==> config.mk <==
export PLATFORM = sky130hd
export DESIGN_NAME = rv_core
export DESIGN_NICKNAME = d
export VERILOG_FILES = /design/src/hdl/core_pkg.sv /design/src/hdl/rv_core.sv /design/src/hdl/write_back.sv /design/src/hdl/branch_unit.sv /design/src/hdl/alu_unit.sv /design/src/hdl/register_file.sv /design/src/hdl/decode.sv /design/src/hdl/fetch.sv
export SDC_FILE = /design/constraint.sdc
export NUM_CORES = 2
export LEC_CHECK = 0
export ABC_AREA = 1
export BUFFER_PORTS_ARGS = -buffer_cell sky130_fd_sc_hd__buf_4
export CORE_MARGIN = 5
export CORE_UTILIZATION = 45
export DETAILED_ROUTE_END_ITERATION = 7
export HOLD_SLACK_MARGIN = 0.12
export PLACE_DENSITY = 0.68
export SLEW_MARGIN = 40
export SYNTH_ARGS = -nofsm -noshare
export SYNTH_HDL_FRONTEND = slang
export SYNTH_HIERARCHICAL = 1
export SYNTH_SLANG_ARGS = --single-unit
==> constraint.sdc <==
create_clock -name clk -period 8.9 [get_ports clk]
set_clock_uncertainty 0.2 [all_clocks]
set_input_delay 0.445 -clock clk [delete_from_list [all_inputs] [get_ports clk]]
set_output_delay 0.445 -clock clk [all_outputs]
set_load 0.05 [all_outputs]
==> src/hdl/core_pkg.sv <==
/* core_pkg: shared widths, reset PC and the opcode and unit-op encodings
   of the RV32I integer core */
package core_pkg;

    localparam int XLEN       = 32;     // data and address width
    localparam int REG_ADDR_W = 5;      // x0..x31
    localparam logic [XLEN-1:0] RESET_PC = '0;  // first fetch address

    // integer alu operations
    typedef enum logic [3:0] {
        alu_add  = 4'd0,
        alu_sub  = 4'd1,
        alu_sll  = 4'd2,
        alu_slt  = 4'd3,
        alu_sltu = 4'd4,
        alu_xor  = 4'd5,
        alu_srl  = 4'd6,
        alu_sra  = 4'd7,
        alu_or   = 4'd8,
        alu_and  = 4'd9
    } alu_op_t;

    // conditional codes follow funct3, jumps fill the unused 010/011 slots
    typedef enum logic [2:0] {
        br_beq  = 3'b000,
        br_bne  = 3'b001,
        br_jal  = 3'b010,
        br_jalr = 3'b011,
        br_blt  = 3'b100,
        br_bge  = 3'b101,
        br_bltu = 3'b110,
        br_bgeu = 3'b111
    } branch_op_t;

    // major opcodes handled by this core, anything else is a no-op
    typedef enum logic [6:0] {
        opc_op     = 7'b0110011,
        opc_op_imm = 7'b0010011,
        opc_lui    = 7'b0110111,
        opc_auipc  = 7'b0010111,
        opc_branch = 7'b1100011,
        opc_jal    = 7'b1101111,
        opc_jalr   = 7'b1100111
    } opcode_t;

endpackage
==> src/hdl/rv_core.sv <==
/* rv_core: in-order RV32I integer core, fetch, decode, register file,
   alu and branch units and the writeback mux */
`timescale 1ns/100ps

module rv_core (
    input  logic                           clk,
    input  logic                           rst_n,
    output logic                           imem_en,
    output logic [core_pkg::XLEN-1:0]       imem_addr,
    input  logic [core_pkg::XLEN-1:0]       imem_data,
    output logic                           wb_valid,
    output logic [core_pkg::REG_ADDR_W-1:0] wb_rd,
    output logic [core_pkg::XLEN-1:0]       wb_data,
    output logic [core_pkg::XLEN-1:0]       dec_pc_debug,
    output logic [core_pkg::XLEN-1:0]       if_pc_debug
);

    // fetch and decode
    logic                            dec_stall;
    logic                            if_valid;
    logic [core_pkg::XLEN-1:0]       if_pc, if_instr, dec_pc;
    logic                            redirect;
    logic [core_pkg::XLEN-1:0]       redirect_pc;

    // register file ports
    logic [core_pkg::REG_ADDR_W-1:0] rs1_addr, rs2_addr;
    logic [core_pkg::XLEN-1:0]       rs1_data, rs2_data;
    logic                            rf_we;
    logic [core_pkg::REG_ADDR_W-1:0] rf_waddr;
    logic [core_pkg::XLEN-1:0]       rf_wdata;

    // alu issue and completion
    logic                            alu_issue, alu_done;
    core_pkg::alu_op_t               alu_op;
    logic [core_pkg::XLEN-1:0]       alu_a, alu_b, alu_result;
    logic [core_pkg::REG_ADDR_W-1:0] alu_rd, alu_wb_rd;

    // branch issue and completion
    logic                            branch_issue, br_done;
    core_pkg::branch_op_t            branch_op;
    logic [core_pkg::XLEN-1:0]       br_rs1, br_rs2, br_pc, br_imm, br_result;
    logic [core_pkg::REG_ADDR_W-1:0] br_rd, br_wb_rd;

    assign if_pc_debug  = if_pc;
    assign dec_pc_debug = dec_pc;
    assign wb_valid     = rf_we;     // observation taps on the rf write
    assign wb_rd        = rf_waddr;
    assign wb_data      = rf_wdata;

    fetch fetch_block (.*);

    decode decode_block (.*);
    register_file register_file_block (.*);

    alu_unit alu_unit_block (.*);
    branch_unit branch_unit_block (.*);

    write_back write_back_mux (.*);

endmodule

==> src/hdl/write_back.sv <==
/* write_back: picks the completing unit's result and drives the register
   file write, with writes to x0 dropped */
`timescale 1ns/100ps

module write_back (
    input  logic                           alu_done,
    input  logic [core_pkg::REG_ADDR_W-1:0] alu_wb_rd,
    input  logic [core_pkg::XLEN-1:0]       alu_result,
    input  logic                           br_done,
    input  logic [core_pkg::REG_ADDR_W-1:0] br_wb_rd,
    input  logic [core_pkg::XLEN-1:0]       br_result,
    output logic                           rf_we,
    output logic [core_pkg::REG_ADDR_W-1:0] rf_waddr,
    output logic [core_pkg::XLEN-1:0]       rf_wdata
);

    // single issue keeps the two done pulses apart
    assign rf_waddr = alu_done ? alu_wb_rd : br_wb_rd;
    assign rf_wdata = alu_done ? alu_result : br_result;
    assign rf_we    = (alu_done | br_done) & (rf_waddr != '0);  // x0 masked

endmodule

==> src/hdl/branch_unit.sv <==
/* branch_unit: resolves conditional branches and jumps, redirects fetch in
   the issue cycle and returns the link value for jal and jalr */
`timescale 1ns/100ps

module branch_unit (
    input  logic                           clk,
    input  logic                           rst_n,
    input  logic                           branch_issue,
    input  core_pkg::branch_op_t           branch_op,
    input  logic [core_pkg::XLEN-1:0]       br_rs1,
    input  logic [core_pkg::XLEN-1:0]       br_rs2,
    input  logic [core_pkg::XLEN-1:0]       br_pc,
    input  logic [core_pkg::XLEN-1:0]       br_imm,
    input  logic [core_pkg::REG_ADDR_W-1:0] br_rd,
    output logic                           redirect,
    output logic [core_pkg::XLEN-1:0]       redirect_pc,
    output logic                           br_done,
    output logic [core_pkg::REG_ADDR_W-1:0] br_wb_rd,
    output logic [core_pkg::XLEN-1:0]       br_result
);

    logic                      taken;
    logic                      is_jump;
    logic [core_pkg::XLEN-1:0] jalr_sum;

    assign is_jump = (branch_op == core_pkg::br_jal) || (branch_op == core_pkg::br_jalr);

    always_comb begin
        case (branch_op)
            core_pkg::br_beq:  taken = (br_rs1 == br_rs2);
            core_pkg::br_bne:  taken = (br_rs1 != br_rs2);
            core_pkg::br_blt:  taken = ($signed(br_rs1) < $signed(br_rs2));
            core_pkg::br_bge:  taken = ($signed(br_rs1) >= $signed(br_rs2));
            core_pkg::br_bltu: taken = (br_rs1 < br_rs2);
            core_pkg::br_bgeu: taken = (br_rs1 >= br_rs2);
            default:           taken = 1'b1;  // jal, jalr
        endcase
    end

    assign jalr_sum    = br_rs1 + br_imm;
    assign redirect    = branch_issue & taken;  // one-cycle, follows issue pulse
    assign redirect_pc = (branch_op == core_pkg::br_jalr) ? {jalr_sum[31:1], 1'b0}
                                                          : br_pc + br_imm;

    always_ff @(posedge clk or negedge rst_n) begin
        if (!rst_n) begin
            br_done <= 1'b0;
        end else begin
            br_done <= branch_issue & is_jump;  // only jumps write a link
        end
    end

    always_ff @(posedge clk) begin
        if (branch_issue) begin
            br_wb_rd  <= br_rd;
            br_result <= br_pc + 32'd4;
        end
    end

endmodule

==> src/hdl/alu_unit.sv <==
/* alu_unit: single-cycle integer ALU, result registered with its rd tag
   and a done pulse one cycle after issue */
`timescale 1ns/100ps

module alu_unit (
    input  logic                           clk,
    input  logic                           rst_n,
    input  logic                           alu_issue,
    input  core_pkg::alu_op_t              alu_op,
    input  logic [core_pkg::XLEN-1:0]       alu_a,
    input  logic [core_pkg::XLEN-1:0]       alu_b,
    input  logic [core_pkg::REG_ADDR_W-1:0] alu_rd,
    output logic                           alu_done,
    output logic [core_pkg::REG_ADDR_W-1:0] alu_wb_rd,
    output logic [core_pkg::XLEN-1:0]       alu_result
);

    logic [core_pkg::XLEN-1:0] result;
    logic [4:0]                shamt;

    assign shamt = alu_b[4:0];  // only low five bits shift

    always_comb begin
        case (alu_op)
            core_pkg::alu_add:  result = alu_a + alu_b;
            core_pkg::alu_sub:  result = alu_a - alu_b;
            core_pkg::alu_sll:  result = alu_a << shamt;
            core_pkg::alu_slt:  result = {31'b0, $signed(alu_a) < $signed(alu_b)};
            core_pkg::alu_sltu: result = {31'b0, alu_a < alu_b};
            core_pkg::alu_xor:  result = alu_a ^ alu_b;
            core_pkg::alu_srl:  result = alu_a >> shamt;
            core_pkg::alu_sra:  result = $unsigned($signed(alu_a) >>> shamt);
            core_pkg::alu_or:   result = alu_a | alu_b;
            default:            result = alu_a & alu_b;
        endcase
    end

    always_ff @(posedge clk or negedge rst_n) begin
        if (!rst_n) begin
            alu_done <= 1'b0;
        end else begin
            alu_done <= alu_issue;
        end
    end

    always_ff @(posedge clk) begin
        if (alu_issue) begin
            alu_wb_rd  <= alu_rd;
            alu_result <= result;
        end
    end

endmodule

==> src/hdl/register_file.sv <==
/* register_file: x1..x31 with two combinational read ports, x0 reads zero
   and a same-cycle write is bypassed to the readers */
`timescale 1ns/100ps

module register_file (
    input  logic                           clk,
    input  logic                           rst_n,
    input  logic [core_pkg::REG_ADDR_W-1:0] rs1_addr,
    input  logic [core_pkg::REG_ADDR_W-1:0] rs2_addr,
    output logic [core_pkg::XLEN-1:0]       rs1_data,
    output logic [core_pkg::XLEN-1:0]       rs2_data,
    input  logic                           rf_we,
    input  logic [core_pkg::REG_ADDR_W-1:0] rf_waddr,
    input  logic [core_pkg::XLEN-1:0]       rf_wdata
);

    logic [core_pkg::XLEN-1:0] regs [1:31];  // x0 not stored

    always_ff @(posedge clk or negedge rst_n) begin
        if (!rst_n) begin
            for (int i = 1; i < 32; i++) begin
                regs[i] <= '0;
            end
        end else if (rf_we && rf_waddr != '0) begin
            regs[rf_waddr] <= rf_wdata;
        end
    end

    always_comb begin
        if (rs1_addr == '0)                          rs1_data = '0;
        else if (rf_we && rf_waddr == rs1_addr)      rs1_data = rf_wdata;  // write-first
        else                                         rs1_data = regs[rs1_addr];
        if (rs2_addr == '0)                          rs2_data = '0;
        else if (rf_we && rf_waddr == rs2_addr)      rs2_data = rf_wdata;
        else                                         rs2_data = regs[rs2_addr];
    end

endmodule

==> src/hdl/decode.sv <==
/* decode: splits each instruction, builds immediates and operands, stalls one
   cycle on a back-to-back dependency and issues to the alu or branch unit */
`timescale 1ns/100ps

module decode (
    input  logic                           clk,
    input  logic                           rst_n,
    input  logic                           if_valid,
    input  logic [core_pkg::XLEN-1:0]       if_pc,
    input  logic [core_pkg::XLEN-1:0]       if_instr,
    input  logic                           redirect,
    output logic                           dec_stall,
    output logic [core_pkg::REG_ADDR_W-1:0] rs1_addr,
    output logic [core_pkg::REG_ADDR_W-1:0] rs2_addr,
    input  logic [core_pkg::XLEN-1:0]       rs1_data,
    input  logic [core_pkg::XLEN-1:0]       rs2_data,
    output logic                           alu_issue,
    output core_pkg::alu_op_t              alu_op,
    output logic [core_pkg::XLEN-1:0]       alu_a,
    output logic [core_pkg::XLEN-1:0]       alu_b,
    output logic [core_pkg::REG_ADDR_W-1:0] alu_rd,
    output logic                           branch_issue,
    output core_pkg::branch_op_t           branch_op,
    output logic [core_pkg::XLEN-1:0]       br_rs1,
    output logic [core_pkg::XLEN-1:0]       br_rs2,
    output logic [core_pkg::XLEN-1:0]       br_pc,
    output logic [core_pkg::XLEN-1:0]       br_imm,
    output logic [core_pkg::REG_ADDR_W-1:0] br_rd,
    output logic [core_pkg::XLEN-1:0]       dec_pc
);

    core_pkg::opcode_t                opcode;
    logic [2:0]                       funct3;
    logic [core_pkg::REG_ADDR_W-1:0]  rd;
    logic [core_pkg::XLEN-1:0]        imm_i, imm_b, imm_u, imm_j;
    logic                             is_alu, is_br, uses_rs1, uses_rs2;
    core_pkg::alu_op_t                op_alu;
    core_pkg::branch_op_t             op_br;
    logic [core_pkg::XLEN-1:0]        opnd_a, opnd_b, imm_br;
    logic [core_pkg::REG_ADDR_W-1:0]  rd_br;
    logic [core_pkg::REG_ADDR_W-1:0]  last_rd;
    logic                             hazard, issue_ok;

    assign opcode   = core_pkg::opcode_t'(if_instr[6:0]);
    assign funct3   = if_instr[14:12];
    assign rd       = if_instr[11:7];
    assign rs1_addr = if_instr[19:15];
    assign rs2_addr = if_instr[24:20];
    assign dec_pc   = if_pc;

    assign imm_i = {{20{if_instr[31]}}, if_instr[31:20]};
    assign imm_b = {{19{if_instr[31]}}, if_instr[31], if_instr[7],
                    if_instr[30:25], if_instr[11:8], 1'b0};
    assign imm_u = {if_instr[31:12], 12'b0};
    assign imm_j = {{11{if_instr[31]}}, if_instr[31], if_instr[19:12],
                    if_instr[20], if_instr[30:21], 1'b0};

    always_comb begin
        is_alu   = 1'b0;
        is_br    = 1'b0;
        uses_rs1 = 1'b0;
        uses_rs2 = 1'b0;
        opnd_a   = rs1_data;
        opnd_b   = rs2_data;
        imm_br   = imm_b;
        rd_br    = '0;                            // plain branches write nothing
        op_br    = core_pkg::branch_op_t'(funct3);
        case (funct3)                             // shared by op and op_imm
            3'b000:  op_alu = (opcode == core_pkg::opc_op && if_instr[30]) ?
                              core_pkg::alu_sub : core_pkg::alu_add;
            3'b001:  op_alu = core_pkg::alu_sll;
            3'b010:  op_alu = core_pkg::alu_slt;
            3'b011:  op_alu = core_pkg::alu_sltu;
            3'b100:  op_alu = core_pkg::alu_xor;
            3'b101:  op_alu = if_instr[30] ? core_pkg::alu_sra : core_pkg::alu_srl;
            3'b110:  op_alu = core_pkg::alu_or;
            default: op_alu = core_pkg::alu_and;
        endcase
        case (opcode)
            core_pkg::opc_op: begin
                is_alu   = 1'b1;
                uses_rs1 = 1'b1;
                uses_rs2 = 1'b1;
            end
            core_pkg::opc_op_imm: begin
                is_alu   = 1'b1;
                uses_rs1 = 1'b1;
                opnd_b   = imm_i;
            end
            core_pkg::opc_lui: begin
                is_alu = 1'b1;
                op_alu = core_pkg::alu_add;       // 0 + imm_u
                opnd_a = '0;
                opnd_b = imm_u;
            end
            core_pkg::opc_auipc: begin
                is_alu = 1'b1;
                op_alu = core_pkg::alu_add;       // pc + imm_u
                opnd_a = if_pc;
                opnd_b = imm_u;
            end
            core_pkg::opc_branch: begin
                is_br    = (funct3[2:1] != 2'b01); // 010/011 illegal, no-op
                uses_rs1 = 1'b1;
                uses_rs2 = 1'b1;
            end
            core_pkg::opc_jal: begin
                is_br  = 1'b1;
                op_br  = core_pkg::br_jal;
                imm_br = imm_j;
                rd_br  = rd;
            end
            core_pkg::opc_jalr: begin
                is_br    = 1'b1;
                uses_rs1 = 1'b1;
                op_br    = core_pkg::br_jalr;
                imm_br   = imm_i;
                rd_br    = rd;
            end
            default: ;                            // unknown opcode, no-op
        endcase
    end

    // rd of whatever issued last cycle, zero when nothing writes
    assign last_rd = alu_issue ? alu_rd : (branch_issue ? br_rd : '0);
    assign hazard  = (uses_rs1 && rs1_addr != '0 && rs1_addr == last_rd) ||
                     (uses_rs2 && rs2_addr != '0 && rs2_addr == last_rd);

    assign dec_stall = if_valid & ~redirect & hazard;   // wrong-path instr never stalls
    assign issue_ok  = if_valid & ~redirect & ~hazard;

    always_ff @(posedge clk or negedge rst_n) begin
        if (!rst_n) begin
            alu_issue    <= 1'b0;
            branch_issue <= 1'b0;
        end else begin
            alu_issue    <= issue_ok & is_alu;
            branch_issue <= issue_ok & is_br;
        end
    end

    always_ff @(posedge clk) begin
        alu_op    <= op_alu;
        alu_a     <= opnd_a;
        alu_b     <= opnd_b;
        alu_rd    <= rd;
        branch_op <= op_br;
        br_rs1    <= rs1_data;
        br_rs2    <= rs2_data;
        br_pc     <= if_pc;
        br_imm    <= imm_br;
        br_rd     <= rd_br;
    end

endmodule

==> src/hdl/fetch.sv <==
/* fetch: PC register and instruction-memory request, holds the fetched
   instruction while decode stalls and squashes the read in flight on redirect */
`timescale 1ns/100ps

module fetch (
    input  logic                     clk,
    input  logic                     rst_n,
    input  logic                     dec_stall,
    input  logic                     redirect,
    input  logic [core_pkg::XLEN-1:0] redirect_pc,
    output logic                     imem_en,
    output logic [core_pkg::XLEN-1:0] imem_addr,
    input  logic [core_pkg::XLEN-1:0] imem_data,
    output logic                     if_valid,
    output logic [core_pkg::XLEN-1:0] if_pc,
    output logic [core_pkg::XLEN-1:0] if_instr
);

    logic                      running;  // set once out of reset
    logic [core_pkg::XLEN-1:0] pc;       // next address to read
    logic                      pend;     // read data arrives this cycle
    logic                      squash;   // that read is wrong-path
    logic                      hold;     // replay held instr after a stall
    logic [core_pkg::XLEN-1:0] req_pc;   // address of the returning read
    logic [core_pkg::XLEN-1:0] instr_q;  // copy of the presented instr

    assign imem_en   = running & ~dec_stall;  // no new read while decode holds
    assign imem_addr = pc;

    always_ff @(posedge clk or negedge rst_n) begin
        if (!rst_n) begin
            running <= 1'b0;
            pc      <= core_pkg::RESET_PC;
            pend    <= 1'b0;
            squash  <= 1'b0;
            hold    <= 1'b0;
        end else begin
            running <= 1'b1;
            pend    <= imem_en;
            squash  <= redirect;              // kill read issued with redirect
            hold    <= if_valid & dec_stall;
            if (redirect) begin
                pc <= redirect_pc;            // redirect wins over advance
            end else if (imem_en) begin
                pc <= pc + 32'd4;
            end
        end
    end

    always_ff @(posedge clk) begin
        if (imem_en) begin
            req_pc <= pc;
        end
        instr_q <= if_instr;  // keeps the stalled instr stable
    end

    assign if_valid = (pend & ~squash) | hold;
    assign if_pc    = req_pc;
    assign if_instr = pend ? imem_data : instr_q;  // fresh data or replay

endmodule

==> summary.txt <==
Run status
  – Outcome: finished clean

Detailed routing
  – Vias per inst: 5.87
  – Via count: between 80k and 90k
  – Iter 0 DRT Violations: ~13k
  – WL/cell: roughly 24 um
  – DRT Wirelength: 375 mm
  – TritonRoute pass-1 iters: 7
  – Residual DRC: 0
  – Routed Antenna Nets: 0

Synthesis
  – Synth area leader: dfrtp_1
  – Area share of the largest cell type after synthesis: about 30%
  – Register bit total from synthesis: between 1k and 1.5k
  – Post-synth cell types: 68
  – Sequential area share after synthesis: roughly two fifths
  – Synth warn: 6
  – Top FF cell, synth: dfrtp_1
  – Mapped Nets: approximately 13k
  – Async set or reset register ratio after synthesis: between 70% and 80%
  – Mapped Cells: roughly 13k
  – Post-Syn Area per Cell: 6.58 um^2
  – Top post-synthesis cells by area: dfrtp_1 30%, nand2_1 19%, nand3_1 10%
  – Post-synth EDFFs: 106
  – Netlist Area Pre-Place: roughly 86,000 um^2

CTS
  – Sink Count: approximately 1.4k
  – Cts hold-fix bufs: 27
  – Clock slew at reported path FFs: 70 ps
  – H-tree depth: 4
  – Post-cts sizing count: 0
  – Clock Latency Late Sink: around 850 ps
  – Max clock buf depth: 3
  – Num CTS Buffers: 154
  – CTS tree: done
  – Post-CTS setup buffers: 0
  – CTS root buffer: clkbuf_16

Worst setup path
  – FF-to-FF path depth: 16
  – Worst-path fanout max: 44
  – Crit-path max cell delay: ~520 ps
  – Worst Path Arrival: between 4000 and 5000 ps
  – CP max-delay cell: nor2_4
  – CP Launch Type: flop
  – Critical path depth: 18
  – Crit path cell chain: buf_4 -> inv_1 -> buf_4 -> nand2_1 -> nand2_1 -> nand2_1 -> nor2_4 -> buf_16 -> nand2_2 -> buf_4 -> nand2_1 -> nor2_1 -> nor2_1 -> nand2_1 -> a21boi_2 -> nor2_4 -> buf_4 -> buf_4
  – CP required: a little over 8000 ps
  – CP delay by family, top: buffers and inverters
  – Crit path buf inv count: 7
  – Worst Setup Path Type: reg -> out
  – Worst setup EP type: primary output

STA
  – Slew Viols, Final: 0
  – Post-layout min period: between 5000 and 6000 ps
  – Fmax achieved: 178 MHz
  – Worst hold slack: 220 ps
  – Max_slew headroom: a little over a third
  – Worst-Margin Slew: ~970 ps
  – RSZ-0062 raised after global routing: false
  – Final setup viols: 0
  – Final Hold Fails: 0
  – Fin crit share: a little over three fifths
  – Setup tns final: 0 ps

Final layout
  – Commonest cells after routing, fill and taps aside: 4,315 x nand2_1, 1,763 x nand3_1, 1,196 x inv_1
  – Nets: 12.9k
  – Share of layout cells above drive strength 1: 6.09%
  – Design area: ~94,000 um^2
  – Commonest non-fill, non-tap cell in the layout: nand2_1
  – Fill cells: 19.3k
  – Layout overhead on the synthesized area: 9.45%
  – Final cell count without fillers: 15.3k
  – Util after Layout: 49.5%

Global route
  – Grt ovf: 0
  – Gr usage total: a little over a third
  – Maximum number of pins on one net before global-route repair: between 150 and 200
  – Initial antenna violation count: 19
  – First-pass GRT wire length: 544 mm
  – Number of global-route vias before repair: 80.8k

Place
  – IO buf count: roughly 170
  – DP Wirelength: 242 mm
  – DP Area: 88,600 um^2
  – Placed Cells: approximately 15k
  – RD Place Congestion: around 1.1

Power and ir drop
  – Pwr Density: around 210 nW/um^2
  – Maximum vdd drop: around 170 uV
  – Pleak: 0.0444 uW

Die
  – Initial Util: 45.2%
  – Die ar.: roughly 200,000 um^2
  – Core Box Area: around 190,000 um^2
  – Die X: approximately 450 um
  – I/O pin cnt: 169
  – Core Rows: 160
  – Vert. Die Dim: about 450 um

Flow run
  – Max Cap Viol: 0

Min path
  – Hold path cells: 3
  – HP Class: in -> reg
## metal layers
metal	share of wire [%]	up-vias	wire (um)	GRT usage (%)
met5	0.030	-	114	0
met4	7.8	16	29400	23.4
met3	12	1236	45900	8.81
met2	41	5714	155000	52.8
met1	38	42000	144000	48.2
li1	-	41000	-	-
## cell usage after synthesis (all sizes together) (2+ instances only)
| master | number |
|---|---|
| nor4 | 11 |
| o21bai | 19 |
| o2111ai | 3 |
| nand2 | 4379 |
| inv | 1265 |
| and2 | 20 |
| or2 | 26 |
| clkbuf | 606 |
| o22ai | 11 |
| o21ai | 1143 |
| nand3b | 10 |
| dfrtp | 1032 |
| xnor2 | 14 |
| a32oi | 2 |
| a21o | 8 |
| o221ai | 3 |
| o211ai | 51 |
| buf | 274 |
| nor3b | 4 |
| nand4 | 49 |
| fa | 4 |
| dfxtp | 230 |
| xor2 | 37 |
| a21boi | 6 |
| a32o | 32 |
| o21a | 8 |
| edfxtp | 106 |
| o31ai | 2 |
| clkinv | 4 |
| a21oi | 605 |
| o211a | 3 |
| a31oi | 16 |
| nor3 | 54 |
| and3 | 2 |
| nor2 | 1065 |
| ha | 192 |
| nand3 | 1770 |
## flip-flops by register name, summed over array words and instances (netlist names), 3 cells and up
name and cells:
alu_unit_block/alu_wb_rd 5, decode_block/alu_op 4, decode_block/br_rs2 32, fetch_block/if_pc 32, alu_unit_block/alu_result 32, branch_unit_block/br_result 32
decode_block/alu_a 32, decode_block/br_rd 5, decode_block/br_rs1 32, decode_block/br_pc 32, decode_block/br_imm 21, decode_block/alu_b 32
fetch_block/instr_q 32, register_file_block/regs 992, branch_unit_block/br_wb_rd 5, decode_block/branch_op 3, decode_block/alu_rd 5, fetch_block/imem_addr 32
## worst register-to-register path, stage by stage, from the launching register on
cell	delay, ps
dfrtp_1	360
buf_4	240
inv_1	120
buf_4	360
nand2_1	170
nand2_4	420
buf_4	630
inv_4	540
o21ai_0	320
a21oi_1	100
nand3_4	410
buf_4	710
nand3_1	430
nand2_1	150
inv_1	60
nand3_1	80
o21ai_0	100
## layout make-up
type / instances / area, um^2 / area share [%]
Sequential cell: 1368 / 33600 / 35.7
Multi-Input combinational cell: 9557 / 44400 / 47.2
Clock inverter: 59 / 748 / 0.794
Clock buffer: 221 / 4450 / 4.72
Antenna cell: 9 / 22.5 / 0.0239
Tap cell: 2511 / 3140 / 3.34
Timing Repair Buffer: 327 / 2960 / 3.15
Inverter: 1269 / 4800 / 5.10
## cell families after synthesis
family,after synthesis,synth area share [%]
DFF,1368,39.1
buffers and inverters,2149,10.0
and+or+nand+nor,7390,35.7
adders and majority gates,196,2.88
xor gates and xnor gates,51,0.519
muxes,2,0.0247
other,1,0.00436
AOI/OAI and AO/OA,1917,11.8
## metrics by stage
step / worst slack, ps / power [uW]
floorplan: 4470 / 11000
global placement: 3670 / 13400
detailed placement: 3630 / 13400
CTS: 3080 / 19900
global route: 3100 / 20900
finish: 3290 / 20200
## report_power, final
| group | internal, uW | switching [uW] | total, uW |
|---|---|---|---|
| Sequential | 6630 | 669 | 7290 |
| Clock | 3750 | 2840 | 6600 |
| Combinational | 1720 | 4580 | 6300 |
| Total | 12100 | 8090 | 20200 |
## path summary, 6_finish.rpt
| path | start | to | slack, ps |
|---|---|---|---|
| min | imem_data[16] | fetch_block/instr_q[16]$_DFF_P_ | 220 |
| min reg2reg | decode_block/br_rd[4]$_SDFF_PP0_ | branch_unit_block/br_wb_rd[4]$_DFFE_PP_ | 240 |
| max reg2reg | fetch_block/pend$_DFF_PN0_ | decode_block/alu_b[10]$_DFF_P_ | 3360 |
| max in group asynchronous | rst_n | register_file_block/regs[500]$_DFFE_PN0P_ | 6060 |
| min in group asynchronous | rst_n | register_file_block/regs[675]$_DFFE_PN0P_ | 480 |
| max | fetch_block/pend$_DFF_PN0_ | imem_en | 3290 |
(Power assumes the default switching activity.)
